**config.mk**
```make
export PLATFORM = sky130hd
export DESIGN_NAME = lsu_load_extract
export DESIGN_NICKNAME = d
export VERILOG_FILES = /design/src/hw/lsu_cfg.svh /design/src/hw/lsu_pkg.sv /design/src/hw/lsu_load_extract.sv
export SDC_FILE = /design/constraint.sdc
export NUM_CORES = 1
export LEC_CHECK = 0
export CAP_MARGIN = 20
export CORE_MARGIN = 2
export CORE_UTILIZATION = 60
export CTS_CLUSTER_SIZE = 12
export DETAILED_ROUTE_END_ITERATION = 6
export DONT_BUFFER_PORTS = 1
export PLACE_DENSITY = 0.76
export REMOVE_ABC_BUFFERS = 1
export SLEW_MARGIN = 25
export SYNTH_ARGS = -nofsm -noshare
export SYNTH_HDL_FRONTEND = slang
export SYNTH_SLANG_ARGS = --single-unit
```
**constraint.sdc**
```tcl
create_clock -name clk_i -period 2.25 [get_ports clk_i]
set_clock_uncertainty 0.2 [all_clocks]
set_input_delay 0.45 -clock clk_i [delete_from_list [all_inputs] [get_ports clk_i]]
set_output_delay 0.45 -clock clk_i [all_outputs]
set_load 0.03 [all_outputs]
```
**src/hw/lsu_cfg.svh**
```systemverilog
// lsu configuration
`ifndef LSU_CFG_SVH
`define LSU_CFG_SVH

// --------------------
// data memory
// --------------------

// depth of the data ram in 32-bit words.
`define LSU_RAM_WORDS 256

// stall cycles before each access, 0 allowed.
`define LSU_RAM_WAIT 2

// width of the word index into the ram.
`define LSU_IDX_BITS 8

`endif
```
**src/hw/lsu_pkg.sv**
```systemverilog
// lsu shared types
package lsu_pkg;

    typedef logic [31:0] word_t;  // data word.
    typedef logic [31:0] addr_t;  // byte address.
    typedef logic [3:0]  mask_t;  // one bit per byte lane.

    // --------------------
    // memory operations
    // --------------------
    typedef enum logic [2:0] {
        LSU_LB  = 3'd0,
        LSU_LH  = 3'd1,
        LSU_LW  = 3'd2,
        LSU_LBU = 3'd3,
        LSU_LHU = 3'd4,
        LSU_SB  = 3'd5,
        LSU_SH  = 3'd6,
        LSU_SW  = 3'd7
    } lsu_op_e;

    // true for operations that write memory.
    function automatic logic is_store(lsu_op_e op);
        return (op == LSU_SB) || (op == LSU_SH) || (op == LSU_SW);
    endfunction

endpackage

```
**src/hw/lsu_load_extract.sv**
```systemverilog
// load extract stage
`timescale 1ns/100ps

module lsu_load_extract (
    input  logic             clk_i,
    input  logic             arst_n_i,
    input  logic             take_i,
    input  lsu_pkg::lsu_op_e op_i,
    input  logic [1:0]       lane_i,
    input  lsu_pkg::word_t   rdata_i,
    output lsu_pkg::word_t   result_o,
    output logic             result_valid_o
);

    lsu_pkg::lsu_op_e op_q;
    logic [1:0]       lane_q;
    logic [7:0]       byte_sel;
    logic [15:0]      half_sel;

    always_ff @(posedge clk_i or negedge arst_n_i) begin
        if (!arst_n_i) begin
            result_valid_o <= 1'b0;
        end else begin
            result_valid_o <= take_i;
        end
    end

    always_ff @(posedge clk_i) begin
        if (take_i) begin
            op_q   <= op_i;
            lane_q <= lane_i;
        end
    end

    // --------------------
    // extraction
    // --------------------
    assign byte_sel = rdata_i[8*lane_q +: 8];
    assign half_sel = lane_q[1] ? rdata_i[31:16] : rdata_i[15:0];

    always_comb begin
        case (op_q)
            lsu_pkg::LSU_LB:  result_o = {{24{byte_sel[7]}}, byte_sel};
            lsu_pkg::LSU_LBU: result_o = {24'h0, byte_sel};
            lsu_pkg::LSU_LH:  result_o = {{16{half_sel[15]}}, half_sel};
            lsu_pkg::LSU_LHU: result_o = {16'h0, half_sel};
            default:          result_o = rdata_i;  // lw.
        endcase
    end

    // only loads may enter the extract stage.
    a_take_is_load : assert property (
        @(posedge clk_i) disable iff (!arst_n_i)
        take_i |-> !lsu_pkg::is_store(op_i)
    ) else $error("lsu_load_extract: take asserted for a store operation");

endmodule

```
# Word level (Yosys, flattened, before mapping)
# Index checks and enable logic that the tools add are counted.
op_classes:
  order_cmp: 0
  shift: 1
  n_bitwise: 0
  n_reduce_logical: 1
  multipliers: 0
  n_div: 0
  n_eq_ne: 3
  muxes: 2
  n_addsub: 0
op_table:
  columns: ["op", "n"]
  rows:
  - ["$pmux W32 S4", 1]
  - ["$shiftx A32 B6 Y8", 1]
  - ["$mux W16", 1]
  - ["$eq A3 B1 Y1 const B", 1]
  - ["$eq A3 B2 Y1 const B", 1]
  - ["$eq A3 B3 Y1 const B", 1]
  - ["$logic_not A3 Y1", 1]
word_totals:
  ram_bits: 0
  ff_bits: 6
  n_memories: 0
  romBits: 0
  word_cells: 10
  latchBits: 0
  out_inout_bits: 33

# Depth between registers and ports, before layout
logic_depth:
  word_depth: 2
  depth_mapped: 6

# Least setup slack after synthesis
# Ideal clock, no wire load.
synth_path:
  kind: "flip-flop to output port"
  start: "register lane_q[1]"
  end: "output port result_o[9]"
  t_arrival_ns: 1.782
  path_stages_with_launch: 7
  setup_slack_ns: -0.182
  required_ns: 1.600
  path_cell_list: "edfxtp_1 buf_2 buf_2 buf_2 o21bai_1 a221oi_1 o21ai_0"
synth_via:
  elab_chain_len: 2
  elab_cells_between_ends: 3
  classes_between: "1 x shift; 2 x mux"
synth_rtl:
  columns: ["item", "line_no", "rtl"]
  rows:
  - ["start, declared", "lsu_load_extract.sv:16", "logic [1:0] lane_q;"]
  - ["start signal, assigned", "lsu_load_extract.sv:31", "lane_q <= lane_i;"]
  - ["$shiftx A32 B6 Y8 / $mux W16 (equally long branches)", "lsu_load_extract.sv:38, lsu_load_extract.sv:39", null]
  - ["$pmux W32 S4 (*)", "lsu_load_extract.sv:42", "case (op_q)"]
  - ["end, declared", "lsu_load_extract.sv:11", "output lsu_pkg::word_t result_o,"]
# Mark *: on every way between the ends. The rest lies on a longest branch, timed or not.

# Worst setup path in the final report
layout_path:
  start: "register op_q[1]"
  end: "output port result_o[10]"
layout_via:
  elab_chain_len: 2
  elab_cells_between_ends: 5
  classes_between: "3 x eq/ne; 1 x mux; 1 x reduce/logical"
layout_rtl:
  columns: ["item", "line_no", "rtl"]
  rows:
  - ["start, declared", "lsu_load_extract.sv:15", "lsu_pkg::lsu_op_e op_q;"]
  - ["start signal, assigned", "lsu_load_extract.sv:30", "op_q <= op_i;"]
  - ["$eq A3 B3 Y1 (tied with other cells)", "lsu_load_extract.sv:42", null]
  - ["$pmux W32 S4 (*)", "lsu_load_extract.sv:42", null]
# Marks and branches as above.

==> impl_metrics.yaml <==
drt:
  drt-initial-drc-count: 214
  ant_nets: 0
  first_pass_iters: 5
  wl_per_cell_um: 24.6
  avgViaCountPerCell: 7.62
  drc_errors: 0
  wirelength_um: 5900
  vias: 1828
logic_synthesis:
  synth_edf_count: 5
  seq_area_frac_synth_pct: 14.5
  async_flop_share_pct: 16.7
  netlist_instances: 170
  avgSynthCellArea_sq_um: 7.09
  ys_ff_latch: 6
  netlist_area_sq_mm: 0.00120
  yosysUniqueCellTypes: 39
  ys_warn_count: 0
  ys.flop_type: "edfxtp_1"
layout:
  nets: 254
  insertedDiodeCount: 0
  drive_gt1_share_pct: 39.0
  areaGrowthSynthToFinish_pct: 51.8
  layout_common_cells: "nand2_1 (49), buf_6 (27), buf_4 (27)"
  fin_area_sq_mm: 0.00183
  final_common_cell: "nand2_1"
  fin_cells: 240
global_routing:
  antenna_found_initial: 0
  grt_pass1_vias: 1745
  grt_max_degree: 24
  grt_overflow: 0
  grt_pass1_wl_um: 7920
  grt_use_total_pct: 41.7
timing:
  setup_viol: 32
  rsz0062_at_grt: "true"
  fin_crit_sh_pct: 116
  drv_slew: 0
  slew_headroom_pct: 64.3
  worstMarginPinSlew_ns: 0.533
  clock.fmax_mhz: 383
  period_minus_slack_ns: 2.61
  hold_viol: 0
  setup_ws_ns: -0.361
die:
  die_x_um: 48.8
  initial_core_util_pct: 62.7
  core_region_area_sq_mm: 0.00192
  die_y_um: 48.8
  num_rows: 16
  dieArea_sq_mm: 0.00238
  io-pin-count: 73
place:
  routabilityCongestion: 0.824
  placed_area_sq_mm: 0.00148
  placedCellCount: 223
  io_buffer_count: 0
  dpl.hpwl_um: 2930
run_status:
  violations: "setup timing"
  outcome: "finished with violations"
clocking:
  numClockSinks: 6
  tritoncts: "done"
  cts_root_buffer: "clkbuf_4"
  cts_buffers: 3
  clockBufferDepth: 2
  path_clk_slew_ns: 0.04
  cts_htree_levels: 1
pwr:
  p_leak_nw: 0.844
  total_power_w: 0.00101
  peakVddDrop_uv: 729
  power_density_mw_per_mm2: 554
worst_setup_path:
  critPathArrivalTime_ns: 1.96
  endpoint_kind: "primary output"
  crit_type: "flop to primary output"
  critPathLaunchType: "flop"
  cp_max_fo: 7
  crit_required_ns: 1.60
flow_run:
  drv_cap: 0
worst_hold_path:
  min_path_type: "input pin to flop"
==> metrics by stage <==
stage	util [%]	setup TNS, ns	setup slack [ns]	hold WS, ns
3_3_place_gp	77.1	-0.623	-0.103	-0.0456
6_report	95.2	-9.69	-0.361	0.0220
5_1_grt	95.2	-11.32	-0.435	0.0156
4_1_cts	88.7	-5.43	-0.248	0.0344
2_1_floorplan	-	-17.06	-0.765	-0.0456
3_5_place_dp	77.1	-1.00	-0.117	-0.0456
==> worst max-delay path: stages (launching register included) <==
cell	delay [ns]
edfxtp_1	0.47
buf_4	0.20
nor2_1	0.43
and4_1	0.32
a2111o_1	0.28
==> power by group <==
group	switching, W	total [W]	internal [W]	leakage, nW
sequential	0.0000137	0.000144	0.000131	0.0606
clock	0.0000553	0.000123	0.0000681	0.0150
combinational	0.000441	0.000747	0.000306	0.768
total	0.000510	0.00101	0.000505	0.844
==> synth_stat cells, drive strengths merged (5+ instances only) <==
| library cell | n | area share [%] |
|---|---|---|
| and4 | 6 | 4.4 |
| edfxtp | 5 | 12 |
| nand2 | 52 | 16 |
| clkbuf | 8 | 2.6 |
| nand2b | 8 | 4.2 |
| buf | 10 | 4.6 |
| a22o | 6 | 4.4 |
| a21oi | 7 | 2.9 |
| o221ai | 13 | 9.4 |
| nor2b | 9 | 4.7 |
| mux2i | 7 | 5.8 |
| a2111o | 6 | 5.6 |
==> final timing paths <==
check / start / cells past startpoint / endpoint
setup / recovery: op_q[1] / 4 / result_o[10]
hold / removal: take_i / 0 / result_valid_o
max in group asynchronous: arst_n_i / 1 / result_valid_o
min in group asynchronous: arst_n_i / 1 / result_valid_o
==> layer usage <==
layer	routed length (um)	vias up	GRT usage, %	part of all wire (%)
met3	771	75	8.28	13
met5	0	-	0	0
met2	2710	226	71.5	46
li1	-	721	-	-
met1	1910	806	48.5	32
met4	513	0	23.3	8.7
==> sequential cells by signal, indices dropped and copies added (netlist names) <==
name / flops
op_q: 3
lane_q: 2
result_valid_o: 1
==> cells by family after synthesis <==
group,share of synthesized area [%]
AOI/OAI and AO/OA,31.0
DFF,14.5
buffers and inverters,7.79
muxes,9.55
xor gates and xnor gates,0.727
and+or+nand+nor,36.3
==> layout make-up <==
| cell class | count | area, sq um |
|---|---|---|
| Clock buffer | 4 | 26.3 |
| Fill cell | 51 | 92.6 |
| Sequential cell | 6 | 175 |
| Inverter | 2 | 7.51 |
| Multi-Input combinational cell | 144 | 1040 |
| Timing Repair Buffer | 57 | 542 |
| Tap cell | 27 | 33.8 |
==> timing repair <==
item                                    CTS  global route
hold buffers                              1             0
endpoints found under the setup margin   32            32
setup buffers                            10             2
gates resized for setup                  34            21
hold endpoints to repair                  1             0
pin swaps                                 2             4
Power figures use the tool's default switching activity.
