$ cat src/hw/lsu_cfg.svh
// lsu configuration
`ifndef LSU_CFG_SVH
`define LSU_CFG_SVH

// --------------------
// data memory
// --------------------

// depth of the data ram in 32-bit words.
`define LSU_RAM_WORDS 256

// stall cycles before each access, 0 allowed.
`define LSU_RAM_WAIT 2

// width of the word index into the ram.
`define LSU_IDX_BITS 8

`endif
$ cat src/hw/lsu_pkg.sv
// lsu shared types
package lsu_pkg;

    typedef logic [31:0] word_t;  // data word.
    typedef logic [31:0] addr_t;  // byte address.
    typedef logic [3:0]  mask_t;  // one bit per byte lane.

    // --------------------
    // memory operations
    // --------------------
    typedef enum logic [2:0] {
        LSU_LB  = 3'd0,
        LSU_LH  = 3'd1,
        LSU_LW  = 3'd2,
        LSU_LBU = 3'd3,
        LSU_LHU = 3'd4,
        LSU_SB  = 3'd5,
        LSU_SH  = 3'd6,
        LSU_SW  = 3'd7
    } lsu_op_e;

    // true for operations that write memory.
    function automatic logic is_store(lsu_op_e op);
        return (op == LSU_SB) || (op == LSU_SH) || (op == LSU_SW);
    endfunction

endpackage

$ cat src/hw/lsu_store_align.sv
// store align stage
`timescale 1ns/100ps

`include "lsu_cfg.svh"

module lsu_store_align (
    input  lsu_pkg::lsu_op_e          op_i,
    input  lsu_pkg::addr_t            addr_i,
    input  lsu_pkg::word_t            wdata_i,
    input  logic                      start_i,
    output logic                      mem_sel_o,
    output logic                      mem_we_o,
    output logic [`LSU_IDX_BITS-1:0]  mem_idx_o,
    output lsu_pkg::mask_t            mem_mask_o,
    output lsu_pkg::word_t            mem_wdata_o,
    output logic                      misaligned_o
);

    logic bad_align;

    // --------------------
    // alignment check
    // --------------------
    always_comb begin
        case (op_i)
            lsu_pkg::LSU_LW:  bad_align = (addr_i[1:0] != 2'b00);
            lsu_pkg::LSU_LH,
            lsu_pkg::LSU_LHU,
            lsu_pkg::LSU_SH:  bad_align = addr_i[0];
            default:          bad_align = 1'b0;  // byte ops, sw drops the low bits.
        endcase
    end

    assign misaligned_o = start_i && bad_align;
    assign mem_sel_o    = start_i && !bad_align;
    assign mem_we_o     = mem_sel_o && lsu_pkg::is_store(op_i);
    assign mem_idx_o    = addr_i[`LSU_IDX_BITS+1:2];

    // --------------------
    // lane mask and data
    // --------------------
    always_comb begin
        case (op_i)
            lsu_pkg::LSU_SB: begin
                mem_mask_o  = 4'b0001 << addr_i[1:0];
                mem_wdata_o = {4{wdata_i[7:0]}};   // byte copied into every lane.
            end
            lsu_pkg::LSU_SH: begin
                mem_mask_o  = addr_i[1] ? 4'b1100 : 4'b0011;
                mem_wdata_o = {2{wdata_i[15:0]}};  // half copied into both halves.
            end
            default: begin
                mem_mask_o  = 4'b1111;  // loads and sw use the whole word.
                mem_wdata_o = wdata_i;
            end
        endcase
    end

endmodule

$ cat config.mk
export PLATFORM = sky130hd
export DESIGN_NAME = lsu_store_align
export DESIGN_NICKNAME = d
export VERILOG_FILES = /design/src/hw/lsu_pkg.sv /design/src/hw/lsu_store_align.sv
export VERILOG_INCLUDE_DIRS = /design/src /design/src/hw
export SDC_FILE = /design/constraint.sdc
export NUM_CORES = 1
export LEC_CHECK = 0
export BUFFER_PORTS_ARGS = -buffer_cell sky130_fd_sc_hd__buf_2
export CAP_MARGIN = 20
export CORE_UTILIZATION = 27
export DETAILED_ROUTE_END_ITERATION = 8
export PLACE_DENSITY = 0.89
export SLEW_MARGIN = 20
export SYNTH_ARGS = -nofsm -noshare
export SYNTH_HDL_FRONTEND = slang
export SYNTH_SLANG_ARGS = --single-unit
$ cat constraint.sdc
create_clock -name vclk -period 1.4
set_input_delay 0.14 -clock vclk [all_inputs]
set_output_delay 0.14 -clock vclk [all_outputs]
set_load 0.02 [all_outputs]
# After elaboration in Yosys (flattened, before gate mapping)
# Cells that the tools add are included.
dict set report totals {
  reg_bits 0
  out_inout_bits 47
  input_bits 68
  romBits 0
  latchBits 0
  mem_count 0
  elab_cells 19
  ram_bits 0
}
dict set report op_classes {
  addsub 0
  n_eq_ne 6
  magnitude_cmp 0
  muxes 4
  div_mod_pow 0
  n_bitwise 0
  shifts 1
  multipliers 0
  n_reduce_logical 8
}
# operator n
set op_table {}
lappend op_table {{one-hot mux 32 bit (2 select lines)} 1}
lappend op_table {{== test 3 bit, second input constant} 4}
lappend op_table {{one-hot mux 4 bit (2 select lines)} 1}
lappend op_table {{two-way mux 4 bit} 1}
lappend op_table {{<< shifter 1 x 2 -> 4 bit, first input constant} 1}
lappend op_table {{== test 3 x 1 -> 1 bit, second input constant} 1}
lappend op_table {{== test 3 x 2 -> 1 bit, second input constant} 1}
lappend op_table {{logical AND 1 bit} 3}
lappend op_table {{OR reduction 3 bit} 1}
lappend op_table {{logical OR 1 bit} 2}
lappend op_table {{one-hot mux 1 bit (2 select lines)} 1}
lappend op_table {{nonzero test 2 bit} 1}
lappend op_table {{zero test 1 bit} 1}

# Logic depth before layout (Yosys ltp)
# Gate-level depths: netlist of run 1.
dict set report logic_depth {
  ltp_word 6
  depth_mapped 5
  ltp_nobuf 3
}

# Worst setup path before layout of run 1
# Ideal clock, no wire load.
dict set report synth_timing {
  path_kind {in2out}
  startpoint {input port op_i[0]}
  endpoint {output port mem_wdata_o[22]}
  path_slack_ns 0.031
  required_ns 1.260
  arrival_time_ns 1.229
  path_stages 5
  path_buffers 2
  cell_sequence {nand2b_1 > buf_4 > a21boi_4 > buf_6 > mux2_1}
}
dict set report synth_via {
  elab_chain_cells 2
  word_cells_on_any_way 3
  classes_between {eq/ne (2); mux (1)}
}
# element line_no
set synth_lines {}
lappend synth_lines {{start: declaration} lsu_store_align.sv:7} ;# input lsu_pkg::lsu_op_e op_i,
lappend synth_lines {{== test 3 bit} lsu_store_align.sv:43} ;# case (op_i)
lappend synth_lines {{one-hot mux 32 bit (2 select lines) *} lsu_store_align.sv:43}
lappend synth_lines {{end: declaration} lsu_store_align.sv:15} ;# output lsu_pkg::word_t mem_wdata_o,
# Every way passes the cells marked *; elsewhere a longest branch is shown, timed or not.

# Worst setup path in the final report of run 1
dict set report layout_timing {
  startpoint {input port op_i[0]}
  endpoint {output port mem_wdata_o[20]}
}
# Same word-level chain as after synthesis.

==> out/qor.yml, run 1 <==
maxCapViolCount: 0
final_antenna_net_count: 0
critical_path.startpoint: "op_i[0]"
utilization: 0.488
syn_area_um2: 601
multi_input_area_um2: 465
p_clk_frac: 0
start_kind: "input port"
drt_wl_total_um: 1990
critical_path.top_delay_family: "buffers and inverters"
path_cells: "buf_2, nand2b_4, a21boi_4, buf_6, mux2_2, buf_2"
start_util: 0.297
synthMuxAreaShare: 0.300
crit_type: "input port to output port"
cp-end-kind: "output port"
wire_per_inst_um: 11.5
power.leakage_nw: 0.529
numSequentialCells: 0
p_switching_uw: 226
gp_congestion: 0.740
synth_xor_area_frac: 0
place_inst: 171
cp_common_cell: "buf_2"
grt_pass1_vias: 731
fin_cells: 173
slew_headroom: 0.840
via_count: 816
ys_seq_area_frac: 0
via_per_inst: 4.72
grt-ovfl-total: 0
crit_required_ns: 1.26
path_depth: 6
antenna_found_initial: 0
status: "finished clean"
grt_pass1_wl_um: 3050
fin_crit_sh: 0.982
synthCells: 79
internal_power_uw: 193
design.die.area_mm2: 0.00242
core_mm2: 0.00202
timing.fmax_mhz: 727
synthAdderAreaFrac: 0
worst_ir_drop_vdd_uv: 181
avgSynthCellArea_um2: 7.60
slew_viol_final: 0
power.density_mw_per_mm2: 424
portBuffers: 77
n_fill_cell: 224
drcViolationCount: 0
cp.arrival_ns: 1.24
critPathBufInv: 3
first_pass_iters: 2
antennaDiodeCount: 0
final_nets: 216
synth_compound_area_frac: 0.310
rows: 16
yosysUniqueCellTypes: 19
rsz0062_at_grt: "yes"
seq_power_share: 0
fin_crit_ns: 1.38
slowest_delay_ns: 0.33
setup_viol: 0
die_y_um: 49.2
seqCellArea_um2: 0
final_hold_viol_count: 0
hp-class: "input port to output port"
worst_slew_pin_slew_ns: 0.238
yosysWarnings: 0
synthSimpleGateAreaFrac: 0.133
synth_top_family_by_area: "compound AO/OA/AOI/OAI gates"
place_hpwl_um: 1580
grt_use_total: 0.150
io_pins: 115
power_frac_comb: 1.000
grt_max_degree: 13
syn_nets: 147
clockBufferCount: 0
critPathMaxFanout: 7
sw_frac_of_total: 0.540
critPathSlowestCell: "mux2_2"
layout-drive-gt1-share: 0.719
drtIter0Drc: 6
critPathCapture: "mem_wdata_o[20]"
die_x_um: 49.2
syn2layout_area_growth_pct: 64.4
[cells by family (layout without fill, tap and decap cells)]
logic type,after synthesis,count (layout)
AO/OA/AOI/OAI,26,26
buffers and inverters,22,89
multiplexers,16,16
AND/OR/NAND/NOR,15,15
[stage by stage]
step	worst slack (ns)	TNS (ns)	hold slack (ns)	area, µm²	total power [mW]
3_3_place_gp	-0.0315	-0.212	0.280	937	0.398
5_1_grt	-0.0209	-0.0499	0.280	987	0.451
3_5_place_dp	-0.0308	-0.230	0.280	937	0.400
4_1_cts	0.0178	0	0.280	975	0.415
2_1_floorplan	0.0311	0	0.393	601	0.285
6_report	0.0249	0	0.280	987	0.419
[timing repair]
item                                   in CTS  in global routing
hold buffers                                0                  0
endpoints found under the hold margin       0                  0
resized for setup                           4                  4
setup endpoints to repair                   8                  4
buffers inserted                            2                  0
pin swaps                                   1                  1
[area by class of cell]
| type | instances | share of cell area |
|---|---|---|
| inverters | 1 | 0.00380 |
| multi-input cells | 57 | 0.471 |
| well taps | 27 | 0.0342 |
| repair buffers | 88 | 0.490 |
[cells in the mapped netlist (all sizes together)]
| library cell | n | area share |
|---|---|---|
| nor3b | 1 | 0.013 |
| mux2 | 16 | 0.30 |
| nand3b | 3 | 0.037 |
| nor2b | 1 | 0.010 |
| a21boi | 1 | 0.031 |
| o21a | 1 | 0.013 |
| nor3 | 1 | 0.0083 |
| inv | 1 | 0.0062 |
| buf | 18 | 0.23 |
| o21ai | 4 | 0.033 |
| clkbuf | 3 | 0.019 |
| a2bb2oi | 8 | 0.12 |
| nand2 | 3 | 0.019 |
| o22ai | 8 | 0.083 |
| a21oi | 4 | 0.033 |
| nor2 | 4 | 0.025 |
| nand2b | 2 | 0.021 |
[layer usage]
layer,track usage,vias to the layer above,part of all wire,wire [µm]
li1,-,414,-,-
met1,0.178,355,0.43,860
met2,0.297,47,0.46,909
met3,0.0187,0,0.11,219
met4,0,0,0,0
met5,0,-,0,0
[placed cells by master, fill, tap and decap left out]
cell / n
a21boi_4: 1
a21oi_1: 4
a2bb2oi_1: 8
buf_2: 75
buf_4: 10
buf_6: 3
inv_1: 1
mux2_1: 2
mux2_2: 13
mux2_4: 1
nand2_1: 3
nand2b_4: 2
nand3b_1: 3
nor2_1: 4
nor2b_1: 1
nor3_1: 1
nor3b_1: 1
o21a_1: 1
o21ai_0: 4
o22ai_1: 8
[worst min path at each step]
| stage | end | slack [ns] | from | cells after the start |
|---|---|---|---|---|
| after floorplan | mem_idx_o[0] | 0.39 | addr_i[2] | 1 |
| after global placement | mem_idx_o[0] | 0.28 | addr_i[2] | 0 |
| after detailed placement | mem_idx_o[0] | 0.28 | addr_i[2] | 0 |
| after CTS | mem_idx_o[0] | 0.28 | addr_i[2] | 0 |
| after global routing | mem_idx_o[7] | 0.28 | addr_i[9] | 0 |
| final | mem_idx_o[4] | 0.28 | addr_i[6] | 0 |
[power by group through the flow]
stage                     sequential, mW  clock [mW]  combinational (mW)
after floorplan                        0           0               0.285
after global placement                 0           0               0.398
after detailed placement               0           0               0.400
after CTS                              0           0               0.415
after global routing                   0           0               0.451
final                                  0           0               0.419
Power figures use the tool's default switching activity.
==> run 2: changes to the inputs <==
--- a/config.mk
+++ b/config.mk
@@ -6,11 +6,13 @@
 export SDC_FILE = /design/constraint.sdc
 export NUM_CORES = 1
 export LEC_CHECK = 0
-export BUFFER_PORTS_ARGS = -buffer_cell sky130_fd_sc_hd__buf_2
 export CAP_MARGIN = 20
-export CORE_UTILIZATION = 27
+export CORE_AREA = 2 2 45 47
 export DETAILED_ROUTE_END_ITERATION = 8
-export PLACE_DENSITY = 0.89
+export DIE_AREA = 0 0 47 49
+export DONT_BUFFER_PORTS = 1
+export GPL_TIMING_DRIVEN = 1
+export PLACE_DENSITY = 0.51
 export SLEW_MARGIN = 20
 export SYNTH_ARGS = -nofsm -noshare
 export SYNTH_HDL_FRONTEND = slang
==> run 2 against run 1 <==
  * Maximum frequency rose by 11%
  * Highest routed layer is now met4
  * Critical path depth fell by 2
  * Design area fell by 38%
  * Wire length fell by 8.0%
  * Sequential share of layout area did not move
  * Combinational power fell by 34%
  * Final cell count fell by 42%
  * Via count fell by 25%
  * Worst hold slack barely moved
  * Die area fell by 4.7%
  * Worst setup slack improved by 0.13 ns
==> out/qor.yml, run 2 (synthesis gave the netlist of run 1 again) <==
final_hold_viol_count: 0  # unchanged
grt_max_degree: 18  # +5
portBuffers: 0  # -100%
critPathSlowestCell: "mux2_2"
design.die.area_mm2: 0.00230  # -4.7%
hp-class: "input port to output port"
timing.fmax_mhz: 806  # +11%
antennaDiodeCount: 0  # unchanged
crit_type: "input port to output port"
via_per_inst: 6.03  # +28%
path_cells: "nand2b_1, a21boi_4, buf_4, mux2_2"
slew_viol_final: 0  # unchanged
holdBufCountCts: 0  # unchanged
layout.cells.most_common: "buf_4"
final_nets: 144  # -33%
via_count: 609  # -25%
wire_per_inst_um: 18.1  # +58%
syn2layout_area_growth_pct: 2.71
setup_viol: 0  # unchanged
drt_wl_total_um: 1830  # -8.0%
core_mm2: 0.00184  # -8.9%
crit_required_ns: 1.26  # about the same
clockBufferCount: 0  # unchanged
drcViolationCount: 0  # unchanged
power.density_mw_per_mm2: 449  # +5.7%
grt-ovfl-total: 0  # unchanged
worst_ir_drop_vdd_uv: 134  # -26%
grt_use_total: 0.141  # -0.00964
antenna_found_initial: 0  # unchanged
final_cell_mix: "buf_4 (15), mux2_2 (14), o22ai_1 (8), a2bb2oi_1 (8)"
numSequentialCells: 0  # unchanged
fin_crit_ns: 1.24  # -0.135 ns
grt_pass1_wl_um: 2510  # -18%
critPathBufInv: 1  # -2
status: "finished clean"
die_x_um: 47  # -4.4%
power.leakage_nw: 0.234  # -56%
rsz0062_at_grt: "no"
first_pass_iters: 4  # +2
maxCapViolCount: 0  # unchanged
seqCellArea_um2: 0  # unchanged
drtIter0Drc: 8  # +2
cts_setup_buffers: 0  # -2
critical_path.top_delay_family: "multiplexers"
timing.hold.ws_ns: 0.280  # +0.00000200 ns
slew_headroom: 0.752  # -0.0881
final_antenna_net_count: 0  # unchanged
layout-drive-gt1-share: 0.419  # -0.300
io_pins: 115  # unchanged
die_y_um: 49  # -0.34%
cp-end-kind: "output port"
place_hpwl_um: 1450  # -8.3%
worst_slew_pin_slew_ns: 0.371  # +0.133 ns
start_util: 0.326  # +0.0291
slowest_delay_ns: 0.40  # +0.07 ns
start_kind: "input port"
critPathMaxFanout: 7  # unchanged
cts_resized: 0  # -4
rows: 16  # unchanged
fin_crit_sh: 0.886  # -0.0963
cp.arrival_ns: 1.10  # -0.14 ns
finalSetupTns_ns: 0  # unchanged
grt_pass1_vias: 536  # -27%
gp_congestion: 0.800  # +8.1%
## run 2: changes by cell type in the layout (fill, tap and decap cells not counted), sizes merged
cell  change
buf      -72
## run 2: area by class of cell
class	instances	area [µm²]
Inverter	1	3.75
Tap cell	27	33.8
Timing Repair Buffer	16	133
Fill cell	219	1220
Multi-Input combinational cell	57	447
## run 2: stage by stage
step	worst slack [ns]	area, µm²	instances	util	power (mW)
final	0.160	617	101	0.335	0.277
after detailed placement	0.164	617	101	0.335	0.278
after global routing	0.108	617	101	0.335	0.296
after global placement	0.167	617	101	0.335	0.277
after CTS	0.156	617	101	0.335	0.280
after floorplan	0.0311	601	79	-	0.285
## run 2: final timing paths
kind	start	endpoint	cells after the start
setup / recovery	op_i[0]	mem_wdata_o[19]	4
hold / removal	addr_i[4]	mem_idx_o[2]	0
## run 2: power breakdown
part	internal [mW]	switching [mW]
registers	0	0
logic	0.119	0.157
clock network	0	0
total	0.119	0.157
## run 2: per-layer routing
metal / wire (µm) / global-route usage
met5: 0 / 0
met4: 10 / 0.00926
met3: 201 / 0.0185
met2: 920 / 0.276
met1: 697 / 0.156
==> run 3: changes to the inputs <==
--- a/config.mk
+++ b/config.mk
@@ -12,7 +12,6 @@
 export DIE_AREA = 0 0 47 49
 export DONT_BUFFER_PORTS = 1
 export GPL_TIMING_DRIVEN = 1
-export PLACE_DENSITY = 0.51
 export SLEW_MARGIN = 20
 export SYNTH_ARGS = -nofsm -noshare
 export SYNTH_HDL_FRONTEND = slang
==> run 3 against run 2 <==
  * Final cell count down 2.0%
  * Power fell by 0.74%
  * Global-route usage up 0.50 points
  * Worst setup slack better by 0.012 ns
  * Critical path depth unchanged
  * First-iteration DRC count fell by 25%
  * Utilization shrank 0.82 points
  * Die area is the same
  * Maximum frequency increased by 0.97%
  * Worst hold slack stayed put
  * Sequential share of layout area stayed put
  * Wire length increased by 7.3%
  * Critical endpoint is now mem_wdata_o[22]
  * Largest cell class unchanged
  * Largest power group unchanged
==> out/qor.yml, run 3 (synthesis gave the netlist of run 1 again) <==
power.density_mw_per_mm2: 457  # +1.7%
layout.cells.most_common: "mux2_2"
die_y_um: 49  # unchanged
antenna_found_initial: 0  # unchanged
hold_depth: 0  # unchanged
cts_resized: 0  # unchanged
cp.arrival_ns: 1.09  # about the same
p_switching_uw: 159  # +0.82%
final_hold_viol_count: 0  # unchanged
slew_headroom: 0.710  # -0.0419
critPathMaxFanout: 16  # +9
grt-ovfl-total: 0  # unchanged
worst_ir_drop_vdd_uv: 170  # +27%
cts_setup_buffers: 0  # unchanged
portBuffers: 0  # unchanged
io_pins: 115  # unchanged
finalSetupTns_ns: 0  # unchanged
wire_per_inst_um: 19.8  # +9.5%
design.die.area_mm2: 0.00230  # unchanged
drt_wl_total_um: 1960  # +7.3%
fin_crit_ns: 1.23  # -0.0119 ns
syn2layout_area_growth_pct: 0.208
via_per_inst: 5.74  # -4.8%
clockBufferCount: 0  # unchanged
antennaDiodeCount: 0  # unchanged
sw_frac_of_total: 0.577  # +0.00893
power.leakage_nw: 0.224  # -4.1%
final_antenna_net_count: 0  # unchanged
holdBufCountCts: 0  # unchanged
layout-drive-gt1-share: 0.403  # -0.0161
critical_path.startpoint: "op_i[0]"
maxCapViolCount: 0  # unchanged
p_clk_frac: 0  # unchanged
timing.fmax_mhz: 814  # +0.97%
start_kind: "input port"
drtIter0Drc: 6  # -2
crit_required_ns: 1.26  # about the same
cp-end-kind: "output port"
drcViolationCount: 0  # unchanged
final_nets: 142  # -1.4%
hp-class: "input port to output port"
start_util: 0.326  # unchanged
core_mm2: 0.00184  # unchanged
place_hpwl_um: 1550  # +7.0%
final_cell_mix: "mux2_2 (14), buf_4 (13), o22ai_1 (8), a2bb2oi_1 (8)"
status: "finished clean"
rsz0062_at_grt: "no"
finalPower_uw: 275  # -0.74%
gp_congestion: 0.742  # -7.3%
multi_input_area_um2: 447  # unchanged
rows: 16  # unchanged
seq_power_share: 0  # unchanged
worst_slew_pin_slew_ns: 0.433  # +0.0630 ns
fin_crit_sh: 0.877  # -0.00852
seqCellArea_um2: 0  # unchanged
min_from: "addr_i[2]"
min_to: "mem_idx_o[0]"
die_x_um: 47  # unchanged
first_pass_iters: 4  # unchanged
grt_pass1_vias: 497  # -7.3%
setup_viol: 0  # unchanged
grt_pass1_wl_um: 2500  # -0.28%
grt_use_total: 0.145  # +0.00497
internal_power_uw: 116  # -2.8%
design_area_um2: 602  # -2.4%
power_frac_comb: 1.000  # about the same
slew_viol_final: 0  # unchanged
grt_max_degree: 18  # unchanged
placed_cell_area_um2: 602  # -2.4%
via_count: 568  # -6.7%
timing.hold.ws_ns: 0.280  # unchanged
numSequentialCells: 0  # unchanged
n_fill_cell: 209  # -4.6%
crit_type: "input port to output port"
run 3: routing by layer:
layer / track usage / wire, µm / up-vias
met3: 0.0815 / 363 / 0
met4: 0 / 0 / 0
met1: 0.147 / 667 / 247
met5: 0 / 0 / -
li1: - / - / 267
met2: 0.267 / 933 / 54
run 3: how the worst max path moves through the flow:
stage | endpoint | slack, ns | cells after the start
after floorplan | mem_wdata_o[22] | 0.03 | 5
after global placement | mem_wdata_o[22] | 0.19 | 4
after detailed placement | mem_wdata_o[22] | 0.17 | 4
after CTS | mem_wdata_o[22] | 0.17 | 4
final | mem_wdata_o[22] | 0.17 | 4
after global routing | mem_wdata_o[22] | 0.15 | 4
run 3: cell type report:
type,instances,area share
inverter,1,0.00624
multi-input combinational,57,0.742
tap,27,0.0561
timing repair buffer,14,0.195
run 3: worst max-delay path, stage by stage:
cell and delay [ns]:
nand2b_1 0.17, a21boi_4 0.19, buf_12 0.16, mux2_1 0.42
run 3: power by group through the flow:
| stage | logic [mW] | registers [mW] | clock network, mW |
|---|---|---|---|
| after floorplan | 0.285 | 0 | 0 |
| after global placement | 0.273 | 0 | 0 |
| after detailed placement | 0.275 | 0 | 0 |
| after CTS | 0.277 | 0 | 0 |
| after global routing | 0.289 | 0 | 0 |
| final | 0.275 | 0 | 0 |
run 3: per-stage QoR:
step | utilization | setup WS, ns | std cells
floorplan | - | 0.0311 | 79
global placement | 0.327 | 0.190 | 99
detailed placement | 0.327 | 0.174 | 99
CTS | 0.327 | 0.172 | 99
global route | 0.327 | 0.147 | 99
finish | 0.327 | 0.172 | 99
